==> config.mk <==
export PLATFORM = sky130hd
export DESIGN_NAME = sb_node
export DESIGN_NICKNAME = d
export VERILOG_FILES = /design/src/verilog/sb_pkg.sv /design/src/verilog/sb_if.sv /design/src/verilog/sb_ism.sv /design/src/verilog/sb_mux.sv /design/src/verilog/sb_node.sv /design/src/verilog/sb_rx_port.sv /design/src/verilog/sb_tx_port.sv
export SDC_FILE = /design/constraint.sdc
export NUM_CORES = 1
export LEC_CHECK = 0
export BUFFER_PORTS_ARGS = -buffer_cell sky130_fd_sc_hd__buf_2
export CORE_MARGIN = 2
export CORE_UTILIZATION = 45
export DETAILED_ROUTE_END_ITERATION = 16
export SETUP_SLACK_MARGIN = 0.2
export SYNTH_ARGS = -nofsm -noshare
export SYNTH_HDL_FRONTEND = slang
export SYNTH_SLANG_ARGS = --single-unit
==> constraint.sdc <==
create_clock -name side_clk -period 5.4 [get_ports side_clk]
set_input_delay 0.27 -clock side_clk [delete_from_list [all_inputs] [get_ports side_clk]]
set_output_delay 0.27 -clock side_clk [all_outputs]
set_load 0.1 [all_outputs]
==> src/verilog/sb_pkg.sv <==
package sb_pkg;

    // flit payload and link state widths.
    localparam int PAYLOAD_W = 32;
    localparam int ISM_W = 3;

    typedef enum logic [ISM_W-1:0] {
        ism_idle       = 3'd0,
        ism_active_req = 3'd1,
        ism_active     = 3'd3
    } ism_e;

    typedef enum logic {
        cls_posted    = 1'b0,
        cls_nonposted = 1'b1
    } msg_class_e;

endpackage

==> src/verilog/sb_if.sv <==
`timescale 1ns/10ps

interface sb_if;

    sb_pkg::ism_e side_ism_agent;
    sb_pkg::ism_e side_ism_fabric;

    // master channel, issued by the node.
    logic                         mpcput;
    logic                         mnpput;
    logic [sb_pkg::PAYLOAD_W-1:0] mpayload;
    logic                         meom;
    logic                         mparity;
    logic                         mpccup;
    logic                         mnpcup;

    // target channel, received by the node.
    logic                         tpcput;
    logic                         tnpput;
    logic [sb_pkg::PAYLOAD_W-1:0] tpayload;
    logic                         teom;
    logic                         tparity;
    logic                         tpccup;
    logic                         tnpcup;

    modport ism (
        output side_ism_agent,
        input  side_ism_fabric
    );

    modport tx (
        output mpcput, mnpput, mpayload, meom, mparity,
        input  mpccup, mnpcup
    );

    modport rx (
        output tpccup, tnpcup,
        input  tpcput, tnpput, tpayload, teom, tparity
    );

    modport link (
        input  side_ism_agent, mpcput, mnpput, mpayload, meom, mparity, tpccup, tnpcup,
        output side_ism_fabric, mpccup, mnpcup, tpcput, tnpput, tpayload, teom, tparity
    );

endinterface

==> src/verilog/sb_ism.sv <==
`timescale 1ns/10ps

module sb_ism (
    input  logic side_clk,
    input  logic reset,
    sb_if.ism    link,
    output logic active
);

    sb_pkg::ism_e state;

    always_ff @(posedge side_clk) begin
        if (reset) begin
            state <= sb_pkg::ism_idle;
        end else begin
            case (state)
                sb_pkg::ism_idle: begin
                    state <= sb_pkg::ism_active_req;
                end
                sb_pkg::ism_active_req: begin
                    if (link.side_ism_fabric == sb_pkg::ism_active) begin
                        state <= sb_pkg::ism_active;
                    end
                end
                sb_pkg::ism_active: begin
                    // fabric dropped the link.
                    if (link.side_ism_fabric != sb_pkg::ism_active) begin
                        state <= sb_pkg::ism_idle;
                    end
                end
                default: begin
                    state <= sb_pkg::ism_idle;
                end
            endcase
        end
    end

    assign link.side_ism_agent = state;
    assign active = (state == sb_pkg::ism_active);

endmodule

==> src/verilog/sb_mux.sv <==
`timescale 1ns/10ps

module sb_mux #(
    parameter int ENDPOINT = 0,
    parameter int AGT      = 1
) (
    input  logic [sb_pkg::ISM_W-1:0]     agt_ism_agt,
    output logic                         agt_mpccup,
    output logic                         agt_mnpcup,
    input  logic                         agt_mpcput,
    input  logic                         agt_mnpput,
    input  logic [sb_pkg::PAYLOAD_W-1:0] agt_mpayload,
    input  logic                         agt_meom,
    input  logic                         agt_mparity,
    output logic [sb_pkg::ISM_W-1:0]     agt_ism_fab,
    input  logic                         agt_tpccup,
    input  logic                         agt_tnpcup,
    output logic                         agt_tpcput,
    output logic                         agt_tnpput,
    output logic [sb_pkg::PAYLOAD_W-1:0] agt_tpayload,
    output logic                         agt_teom,
    output logic                         agt_tparity,
    output logic [sb_pkg::ISM_W-1:0]     fab_ism_agt,
    input  logic                         fab_mpccup,
    input  logic                         fab_mnpcup,
    output logic                         fab_mpcput,
    output logic                         fab_mnpput,
    output logic [sb_pkg::PAYLOAD_W-1:0] fab_mpayload,
    output logic                         fab_meom,
    output logic                         fab_mparity,
    input  logic [sb_pkg::ISM_W-1:0]     fab_ism_fab,
    output logic                         fab_tpccup,
    output logic                         fab_tnpcup,
    input  logic                         fab_tpcput,
    input  logic                         fab_tnpput,
    input  logic [sb_pkg::PAYLOAD_W-1:0] fab_tpayload,
    input  logic                         fab_teom,
    input  logic                         fab_tparity,
    sb_if.link                           node
);

    // agt pins are named from the far end, so master and target cross there.
    // fab pins face the node straight. a fabric-end node takes the other group.
    if ((AGT != 0) != (ENDPOINT != 0)) begin : g_agt
        assign agt_ism_fab          = node.side_ism_agent;
        assign node.side_ism_fabric = sb_pkg::ism_e'(agt_ism_agt);
        assign agt_tpcput           = node.mpcput;
        assign agt_tnpput           = node.mnpput;
        assign agt_tpayload         = node.mpayload;
        assign agt_teom             = node.meom;
        assign agt_tparity          = node.mparity;
        assign node.mpccup          = agt_tpccup;
        assign node.mnpcup          = agt_tnpcup;
        assign node.tpcput          = agt_mpcput;
        assign node.tnpput          = agt_mnpput;
        assign node.tpayload        = agt_mpayload;
        assign node.teom            = agt_meom;
        assign node.tparity         = agt_mparity;
        assign agt_mpccup           = node.tpccup;
        assign agt_mnpcup           = node.tnpcup;
        assign {fab_ism_agt, fab_mpcput, fab_mnpput, fab_mpayload, fab_meom, fab_mparity,
                fab_tpccup, fab_tnpcup} = '0;
    end else begin : g_fab
        assign fab_ism_agt          = node.side_ism_agent;
        assign node.side_ism_fabric = sb_pkg::ism_e'(fab_ism_fab);
        assign fab_mpcput           = node.mpcput;
        assign fab_mnpput           = node.mnpput;
        assign fab_mpayload         = node.mpayload;
        assign fab_meom             = node.meom;
        assign fab_mparity          = node.mparity;
        assign node.mpccup          = fab_mpccup;
        assign node.mnpcup          = fab_mnpcup;
        assign node.tpcput          = fab_tpcput;
        assign node.tnpput          = fab_tnpput;
        assign node.tpayload        = fab_tpayload;
        assign node.teom            = fab_teom;
        assign node.tparity         = fab_tparity;
        assign fab_tpccup           = node.tpccup;
        assign fab_tnpcup           = node.tnpcup;
        assign {agt_ism_fab, agt_tpcput, agt_tnpput, agt_tpayload, agt_teom, agt_tparity,
                agt_mpccup, agt_mnpcup} = '0;
    end

endmodule

==> src/verilog/sb_node.sv <==
`timescale 1ns/10ps

module sb_node #(
    parameter int CREDIT_MAX = 3,
    parameter int RX_CREDITS = 2,
    parameter int MAX_FLITS  = 4,
    parameter int ENDPOINT   = 0,
    parameter int AGT        = 1
) (
    input  logic                         side_clk,
    input  logic                         reset,
    input  logic                         tx_valid,
    output logic                         tx_ready,
    input  logic [sb_pkg::PAYLOAD_W-1:0] tx_payload,
    input  logic                         tx_eom,
    input  logic                         tx_np,
    output logic                         rx_valid,
    input  logic                         rx_ready,
    output logic [sb_pkg::PAYLOAD_W-1:0] rx_payload,
    output logic                         rx_eom,
    output logic                         rx_np,
    output logic                         rx_err,
    input  logic [sb_pkg::ISM_W-1:0]     agt_ism_agt,
    output logic                         agt_mpccup,
    output logic                         agt_mnpcup,
    input  logic                         agt_mpcput,
    input  logic                         agt_mnpput,
    input  logic [sb_pkg::PAYLOAD_W-1:0] agt_mpayload,
    input  logic                         agt_meom,
    input  logic                         agt_mparity,
    output logic [sb_pkg::ISM_W-1:0]     agt_ism_fab,
    input  logic                         agt_tpccup,
    input  logic                         agt_tnpcup,
    output logic                         agt_tpcput,
    output logic                         agt_tnpput,
    output logic [sb_pkg::PAYLOAD_W-1:0] agt_tpayload,
    output logic                         agt_teom,
    output logic                         agt_tparity,
    output logic [sb_pkg::ISM_W-1:0]     fab_ism_agt,
    input  logic                         fab_mpccup,
    input  logic                         fab_mnpcup,
    output logic                         fab_mpcput,
    output logic                         fab_mnpput,
    output logic [sb_pkg::PAYLOAD_W-1:0] fab_mpayload,
    output logic                         fab_meom,
    output logic                         fab_mparity,
    input  logic [sb_pkg::ISM_W-1:0]     fab_ism_fab,
    output logic                         fab_tpccup,
    output logic                         fab_tnpcup,
    input  logic                         fab_tpcput,
    input  logic                         fab_tnpput,
    input  logic [sb_pkg::PAYLOAD_W-1:0] fab_tpayload,
    input  logic                         fab_teom,
    input  logic                         fab_tparity
);

    logic active;

    sb_if sb_link ();

    sb_ism i_sb_ism (
        .side_clk (side_clk),
        .reset    (reset),
        .link     (sb_link.ism),
        .active   (active)
    );

    sb_tx_port #(
        .CREDIT_MAX (CREDIT_MAX)
    ) i_sb_tx_port (
        .*,
        .link (sb_link.tx)
    );

    sb_rx_port #(
        .RX_CREDITS (RX_CREDITS),
        .MAX_FLITS  (MAX_FLITS)
    ) i_sb_rx_port (
        .*,
        .link (sb_link.rx)
    );

    sb_mux #(
        .ENDPOINT (ENDPOINT),
        .AGT      (AGT)
    ) i_sb_mux (
        .*,
        .node (sb_link.link)
    );

endmodule

==> src/verilog/sb_rx_port.sv <==
`timescale 1ns/10ps

module sb_rx_port #(
    parameter int RX_CREDITS = 2,
    parameter int MAX_FLITS  = 4
) (
    input  logic                         side_clk,
    input  logic                         reset,
    input  logic                         active,
    output logic                         rx_valid,
    input  logic                         rx_ready,
    output logic [sb_pkg::PAYLOAD_W-1:0] rx_payload,
    output logic                         rx_eom,
    output logic                         rx_np,
    output logic                         rx_err,
    sb_if.rx                             link
);

    localparam int DEPTH   = 2 * RX_CREDITS * MAX_FLITS;
    localparam int AW      = $clog2(DEPTH);
    localparam int CNTW    = AW + 1;
    localparam int OW      = $clog2(RX_CREDITS + 1);
    localparam int ENTRY_W = sb_pkg::PAYLOAD_W + 3;

    logic [ENTRY_W-1:0] mem [DEPTH];
    logic [AW-1:0]      wr_ptr;
    logic [AW-1:0]      rd_ptr;
    logic [CNTW-1:0]    count;
    logic [ENTRY_W-1:0] head;
    logic               wr;
    logic               rd;
    logic               flit_err;
    sb_pkg::msg_class_e in_cls;
    sb_pkg::msg_class_e head_cls;
    logic [OW-1:0]      owed_pc;
    logic [OW-1:0]      owed_np;
    logic               give_pc;
    logic               give_np;
    logic               ret_pc;
    logic               ret_np;

    function automatic logic [AW-1:0] next_ptr(logic [AW-1:0] ptr);
        return (ptr == AW'(DEPTH - 1)) ? '0 : ptr + 1'b1;
    endfunction

    assign in_cls   = link.tnpput ? sb_pkg::cls_nonposted : sb_pkg::cls_posted;
    assign flit_err = ^{link.tpayload, link.teom, link.tparity};
    assign wr       = active && (link.tpcput || link.tnpput);
    assign rd       = rx_valid && rx_ready;

    // entry layout is class, parity error, eom, payload.
    assign head       = mem[rd_ptr];
    assign head_cls   = sb_pkg::msg_class_e'(head[ENTRY_W-1]);
    assign rx_valid   = (count != '0);
    assign rx_err     = head[ENTRY_W-2];
    assign rx_eom     = head[sb_pkg::PAYLOAD_W];
    assign rx_payload = head[sb_pkg::PAYLOAD_W-1:0];
    assign rx_np      = (head_cls == sb_pkg::cls_nonposted);

    // a finished message frees one credit of its class.
    assign ret_pc  = rd && rx_eom && (head_cls == sb_pkg::cls_posted);
    assign ret_np  = rd && rx_eom && (head_cls == sb_pkg::cls_nonposted);
    // one cup per cycle, posted first.
    assign give_pc = (owed_pc != '0);
    assign give_np = (owed_pc == '0) && (owed_np != '0);

    always_ff @(posedge side_clk) begin
        if (wr) begin
            mem[wr_ptr] <= {in_cls, flit_err, link.teom, link.tpayload};
        end
    end

    // a link drop discards what is still buffered and re-arms the advertisement.
    always_ff @(posedge side_clk) begin
        if (reset || !active) begin
            wr_ptr      <= '0;
            rd_ptr      <= '0;
            count       <= '0;
            owed_pc     <= OW'(RX_CREDITS);
            owed_np     <= OW'(RX_CREDITS);
            link.tpccup <= 1'b0;
            link.tnpcup <= 1'b0;
        end else begin
            if (wr) begin
                wr_ptr <= next_ptr(wr_ptr);
            end
            if (rd) begin
                rd_ptr <= next_ptr(rd_ptr);
            end
            count       <= count + CNTW'(wr) - CNTW'(rd);
            owed_pc     <= owed_pc + OW'(ret_pc) - OW'(give_pc);
            owed_np     <= owed_np + OW'(ret_np) - OW'(give_np);
            link.tpccup <= give_pc;
            link.tnpcup <= give_np;
        end
    end

endmodule

==> src/verilog/sb_tx_port.sv <==
`timescale 1ns/10ps

module sb_tx_port #(
    parameter int CREDIT_MAX = 3
) (
    input  logic                         side_clk,
    input  logic                         reset,
    input  logic                         active,
    input  logic                         tx_valid,
    output logic                         tx_ready,
    input  logic [sb_pkg::PAYLOAD_W-1:0] tx_payload,
    input  logic                         tx_eom,
    input  logic                         tx_np,
    sb_if.tx                             link
);

    localparam int CW = $clog2(CREDIT_MAX + 1);

    logic [CW-1:0]      pc_cred;
    logic [CW-1:0]      np_cred;
    logic               in_msg;
    sb_pkg::msg_class_e msg_cls;
    sb_pkg::msg_class_e flit_cls;
    logic               have_cred;
    logic               accept;
    logic               take_pc;
    logic               take_np;

    // one step of a credit counter, saturating at CREDIT_MAX.
    function automatic logic [CW-1:0] step_cred(logic [CW-1:0] cnt, logic cup, logic take);
        logic [CW-1:0] res;
        res = cnt;
        if (cup && !take && cnt != CW'(CREDIT_MAX)) begin
            res = cnt + 1'b1;
        end else if (take && !cup) begin
            res = cnt - 1'b1;
        end
        return res;
    endfunction

    // class is held for the rest of a message once its first flit goes.
    assign flit_cls  = in_msg ? msg_cls : sb_pkg::msg_class_e'(tx_np);
    assign have_cred = (flit_cls == sb_pkg::cls_nonposted) ? (np_cred != '0) : (pc_cred != '0);
    assign tx_ready  = active && (in_msg || have_cred);
    assign accept    = tx_valid && tx_ready;
    assign take_pc   = accept && !in_msg && (flit_cls == sb_pkg::cls_posted);
    assign take_np   = accept && !in_msg && (flit_cls == sb_pkg::cls_nonposted);

    always_ff @(posedge side_clk) begin
        if (reset || !active) begin
            pc_cred     <= '0;
            np_cred     <= '0;
            in_msg      <= 1'b0;
            msg_cls     <= sb_pkg::cls_posted;
            link.mpcput <= 1'b0;
            link.mnpput <= 1'b0;
        end else begin
            pc_cred <= step_cred(pc_cred, link.mpccup, take_pc);
            np_cred <= step_cred(np_cred, link.mnpcup, take_np);
            if (accept) begin
                in_msg  <= !tx_eom;
                msg_cls <= flit_cls;
            end
            link.mpcput <= accept && (flit_cls == sb_pkg::cls_posted);
            link.mnpput <= accept && (flit_cls == sb_pkg::cls_nonposted);
        end
    end

    // even parity over payload and eom.
    always_ff @(posedge side_clk) begin
        if (accept) begin
            link.mpayload <= tx_payload;
            link.meom     <= tx_eom;
            link.mparity  <= ^{tx_payload, tx_eom};
        end
    end

endmodule
Yosys cells after proc, flatten, opt, wreduce, memory -nomap -nowiden
Memory sizes are Yosys's and may differ from the RTL's. A register that Yosys moved wholly into a read port is not among the register bits. Cells that the tools add are included.

Bits in registers: 64. Latch bits: 0. Memory bits (writable): 560. Bits in read-only memories: 0. Input port bits: 120. Output and inout bits: 119. Word-level logic and storage cells: 99. Memories kept: 1.

$add $sub $neg: 12. Multipliers: 0. Div/mod/pow operators: 0. Magnitude comparators: 0. Equal/unequal tests: 10. Shifts and indexed selects: 0. Multiplexer cells: 16. Bitwise gates (word level): 2. Reduce and logical (&&, ||, !) cells: 41.

Memories: i_sb_rx_port.mem (depth 16, bits a word 35, rd ports 1, clocked after Yosys merged registers in 1, write ports 1, RTL line sb_rx_port.sv:25) `logic [ENTRY_W-1:0] mem [DEPTH];`.

Operators with widths (count): 34-bit parity (1); 33-bit parity (1); 1-bit logical AND (19); 4-bit two-way mux (4); 2-bit nonzero test (6); 3-bit case mux with 3 select lines (1); 4-bit by 1-bit adder with 4-bit output (second input constant) (2); 4-bit == test (second input constant) (2); 2-bit two-way mux (4); 1-bit logical NOT (7); 3-bit by 2-bit == test with 1-bit output (second input constant) (2); 3-bit two-way mux (2); 2-bit != test (second input constant) (3); 5-bit by 1-bit adder with 5-bit output (1); 1-bit two-way mux (5); 5-bit nonzero test (1); 5-bit by 1-bit subtractor with 5-bit output (1); 2-bit by 1-bit adder with 2-bit output (2); 2-bit by 1-bit adder with 2-bit output (second input constant) (2); 2-bit by 1-bit subtractor with 2-bit output (2); 2-bit by 1-bit subtractor with 2-bit output (second input constant) (2); 3-bit by 1-bit == test with 1-bit output (second input constant) (1); 3-bit logical NOT (1); 1-bit logical OR (3); 5 further kinds (6).

Logic depth before layout (Yosys ltp)
Depth after elaboration: 11. Mapped depth: 15. Depth with buffers taken out: 15.

Modules after synthesis
A second synthesis with hierarchy kept.

Cell total of the unflattened synthesis: 1202. Area total of the unflattened synthesis: 25632.1 um^2.

Modules (own cells, without submodules): sb_rx_port (instances 1, cells each 955, area each 22895.7 um^2, seq. area each 17276.6 um^2); sb_tx_port (instances 1, cells each 115, area each 1734.2 um^2, seq. area each 1181.1 um^2); sb_mux (instances 1, cells each 124, area each 927.1 um^2, seq. area each 0.0 um^2); sb_ism (instances 1, cells each 8, area each 75.1 um^2, seq. area each 40.0 um^2).

Worst setup path after synthesis
OpenSTA, ideal clock, no wires.

Path type: register to register. From: reg i_sb_ism.state[1] (netlist: i_sb_ism.link.side_ism_agent[1]). To: mem i_sb_rx_port.mem[3][0] in the netlist's numbering (enable). Setup time: 471 ps. Data arrival time: 4148 ps. Data required time: 4929 ps. Setup slack: 781 ps. Stages on the path, launching flop included: 6. Buffers on the path: 0. Clock period less this slack: 4619 ps. Cell sequence: dfxtp_1 > nand2_1 > or2_1 > inv_1 > nand2_1 > nor3_1.

Word-level cells in the longest chain between the ends: 4.

RTL lines: start: declaration (RTL line sb_ism.sv:10) `sb_pkg::ism_e state;`; start signal: assignment (RTL line sb_ism.sv:14) `state <= sb_pkg::ism_idle;`; start signal: assignment (RTL line sb_ism.sv:18) `state <= sb_pkg::ism_active_req;`; start signal: assignment (RTL line sb_ism.sv:22) `state <= sb_pkg::ism_active;`; 3-bit by 2-bit == test with 1-bit output (RTL line sb_ism.sv:39) `assign active = (state == sb_pkg::ism_active);`; 1-bit logical AND (RTL line sb_rx_port.sv:48) `assign wr = active && (link.tpcput || link.tnpput);`; via i_sb_rx_port.wr (RTL line sb_rx_port.sv:30) `logic wr;`; 1-bit two-way mux (RTL line sb_rx_port.sv:68) `if (wr) begin`; 1-bit two-way mux (implied by the code) (RTL line sb_rx_port.sv:69) `mem[wr_ptr] <= {in_cls, flit_err, link.teom, link.tpayload};`; end: declaration (RTL line sb_rx_port.sv:25).

The timed path passes the listed nets, and every way through them passes these cells.

==> flow_summary.ini <==
[status]
outcome = finished clean

[worst_setup_path]
critPathSlowestCell = dfxtp_4
critPathKind = register to output port
critical_path.cell_chain = buf_4, mux4_2, mux4_2, buf_2
critPathLaunchType = register
rrSetupSlack_ps = 2210
worstSetupEndpointType = output port
cpPeakStageDelay_ps = 980
worstPathArrival_ps = 3500
worstRegToRegCells = 9
crit_required_ps = 5130
cpMostUsedCell = mux4_2
crit_fanout = 46
r2r_end = i_sb_rx_port.owed_np[1]

[global_route]
grt_pass1_wl_um = 76800
grt_usage_pct = 18.5
grt_pass1_vias = 12186
antenna_found_initial = 3
grt_overflow_total = 0
grt_max_degree = 74

[route]
routed_wl_um = 51300
maxUsedRoutingLayer = met4
wl_met3_um = 3110
ant_nets = 0
met1Wirelength_um = 22000
wl_per_cell_um = 24.2
vias = 11496
drtIter0Drc = 816
dr.pass1.iters = 5
drc = 0
via_per_inst = 5.43
wl_met2_um = 25300

[synth]
syn_area_sq_mm = 0.0247
ys_top_cells_by_area = edfxtp_1, mux4_2, dfxtp_1
synth_top_area_share_pct = 72.3
synthMuxAreaShare_pct = 16.3
ys_types = 45
synth-simple-area-share_pct = 1.61
yosys.area_share.adder_pct = 0.791
syn-instance-count = 1122
syn_area_per_cell_sq_um = 22.0
synth_top_cell_by_area = edfxtp_1
synth_top_family_by_area = multiplexers
ys_seq_area_share_pct = 75.0
synth_compound_area_share_pct = 0.969
synth_seq_cells = 627
synth_xor_area_share_pct = 2.63
ys.warnings.count = 0

[timing]
fin_skew_ps = 27.9
finalSetupTns_ps = 0
worst_slew_pin_slew_ps = 1150
hold_viol = 0
slew_viol_final = 0
rsz0062_at_grt = no
fin_crit_ps = 3770
timing.hold.ws_ps = 56.8
timing.fmax_mhz = 265
period_share_pct = 69.8
slew_headroom_pct = 22.7
finalSetupViolCount = 0

[floorplanning]
rows = 85
die_x_um = 238
dieArea_sq_mm = 0.0567
fp.dieH_um = 238
initial_utilization_pct = 45.7
ios = 239
core_sq_mm = 0.0540

[layout]
finalNonFillerCells = 2118
finalNetCount = 1501
area_growth_pct = 16.4
drive_gt1_share_pct = 32.3

[clock_network]
clock-sinks = 627
cts_setup_buffers = 0
ctsRootBufferMaster = clkbuf_16
cts.clk_slew.worst_paths_ps = 60
cts_tree = done
clk_latency_ps = 600
clk_path_buf_depth = 3
htree_levels = 3
cts_buffers = 68

[min_path]
hold_depth = 1
hold_end = i_sb_rx_port.mem[14][27]
hp-class = primary input to register
hp-start = agt_mpayload[27]

[pwr]
power_density_mw_per_mm2 = 357
total_power_mw = 10.3
vdd_drop_max_mv = 0.231
leakage_nw = 9.19

[flow_run]
max_cap_viol_count = 0

[placement]
placed_cells = 1955
gp_congestion = 0.706
io_buffers = 155
hpwl_um = 28200
-- worst max-delay path: cells and delay by family (launching register included) --
kind     cells  cell delay, ps
flops        1             980
mux          2            1060
buf+inv      2             810
-- layout by cell type (no fill, tap or decap), types with 13 or more instances in the layout --
cell           instances
a21oi_1               17
buf_2                155
buf_4                 23
clkbuf_1              16
clkbuf_16             71
clkinv_1              13
conb_1                42
dfxtp_1               29
dlygate4sd3_1         37
edfxtp_1             594
ha_1                  14
inv_1                 20
mux4_1                19
mux4_2               154
nand2_1               21
nor2_1                21
xnor2_1               57
-- power breakdown --
group	leakage (nW)	switching, mW	total (mW)	internal [mW]
combinational	2.55	0.344	0.479	0.135
clock	1.03	1.87	4.39	2.52
sequential	5.61	0.00116	5.39	5.39
total	9.19	2.21	10.3	8.04
-- metrics by stage --
stage / utilization [%] / area [sq um] / setup slack [ps]
5_1_grt: 53.2 / 28700 / 1380
2_1_floorplan: - / 24800 / 781
6_report: 53.2 / 28700 / 1630
3_5_place_dp: 48.6 / 26200 / 2130
4_1_cts: 53.2 / 28700 / 1500
3_3_place_gp: 48.6 / 26200 / 2130
-- worst max path at each step --
stage / startpoint / to / slack [ps] / cells after the start
2_1_floorplan: i_sb_ism.link.side_ism_agent[1] / i_sb_rx_port.mem[3][0] / 780 / 5
3_3_place_gp: register / rx_payload[31] / 2130 / 4
3_5_place_dp: register / rx_payload[22] / 2130 / 4
4_1_cts: register / rx_payload[22] / 1500 / 4
5_1_grt: register / rx_payload[22] / 1380 / 4
6_report: register / rx_payload[22] / 1630 / 4
-- cells in the mapped netlist (all sizes together) --
cell type and n:
o41ai 1, edfxtp 594, or4b 2, a311oi 2, o21ai 10, o21a 1, nand3 2, or3 3
nor2b 2, buf 69, a211oi 1, conb 1, mux4 173, clkbuf 17, a21o 1, xor2 12
or2 3, o41a 1, nand2 21, mux2i 2, fa 1, or3b 1, nor3 8, a21oi 17
inv 20, xnor2 57, and2 4, ha 14, xnor3 2, o31ai 1, a21boi 1, a31o 1
nand2b 4, a31oi 2, o21bai 1, dfxtp 33, mux2 2, nor2 33, nor3b 2
-- flip-flops by register name (all words and copies together), names as in the netlist, named ones only --
signal	cells
i_sb_tx_port.link.meom	1
i_sb_rx_port.rd_ptr	4
i_sb_tx_port.msg_cls	1
i_sb_tx_port.np_cred	2
i_sb_tx_port.link.mparity	1
i_sb_rx_port.owed_pc	2
i_sb_rx_port.link.tpccup	1
i_sb_ism.link.side_ism_agent	2
i_sb_rx_port.count	5
i_sb_tx_port.link.mpcput	1
i_sb_rx_port.link.tnpcup	1
i_sb_rx_port.owed_np	2
i_sb_tx_port.pc_cred	2
i_sb_tx_port.link.mpayload	32
i_sb_tx_port.link.mnpput	1
i_sb_tx_port.in_msg	1
i_sb_rx_port.mem	560
i_sb_rx_port.wr_ptr	4
-- kinds of logic after synthesis --
group,after synthesis
other,1
AND/OR/NAND/NOR,85
AO/OA/AOI/OAI,40
adder cells (fa/ha/maj),15
buffers and inverters,106
flip-flops,627
multiplexers,177
XOR/XNOR,71
-- cell type report --
type                            count  area (sq um)
Multi-Input combinational cell    430          5760
Fill cell                        4214         25300
Inverter                           20          75.1
Sequential cell                   627         18500
Antenna cell                        2          5.00
Tap cell                          696           871
Clock buffer                       87          1840
Timing Repair Buffer              219          1400
Clock inverter                     37           269
-- metal layers --
layer	vias to the layer above	track usage, %
li1	5033	-
met4	0	4.58
met3	70	4.29
met1	6058	25.5
met5	-	0
met2	335	30.2
-- repair_timing --
action	in CTS	in global routing
endpoints found under the hold margin	39	0
hold buffers	37	0
gates resized for setup	0	0
Power figures use the tool's default switching activity.
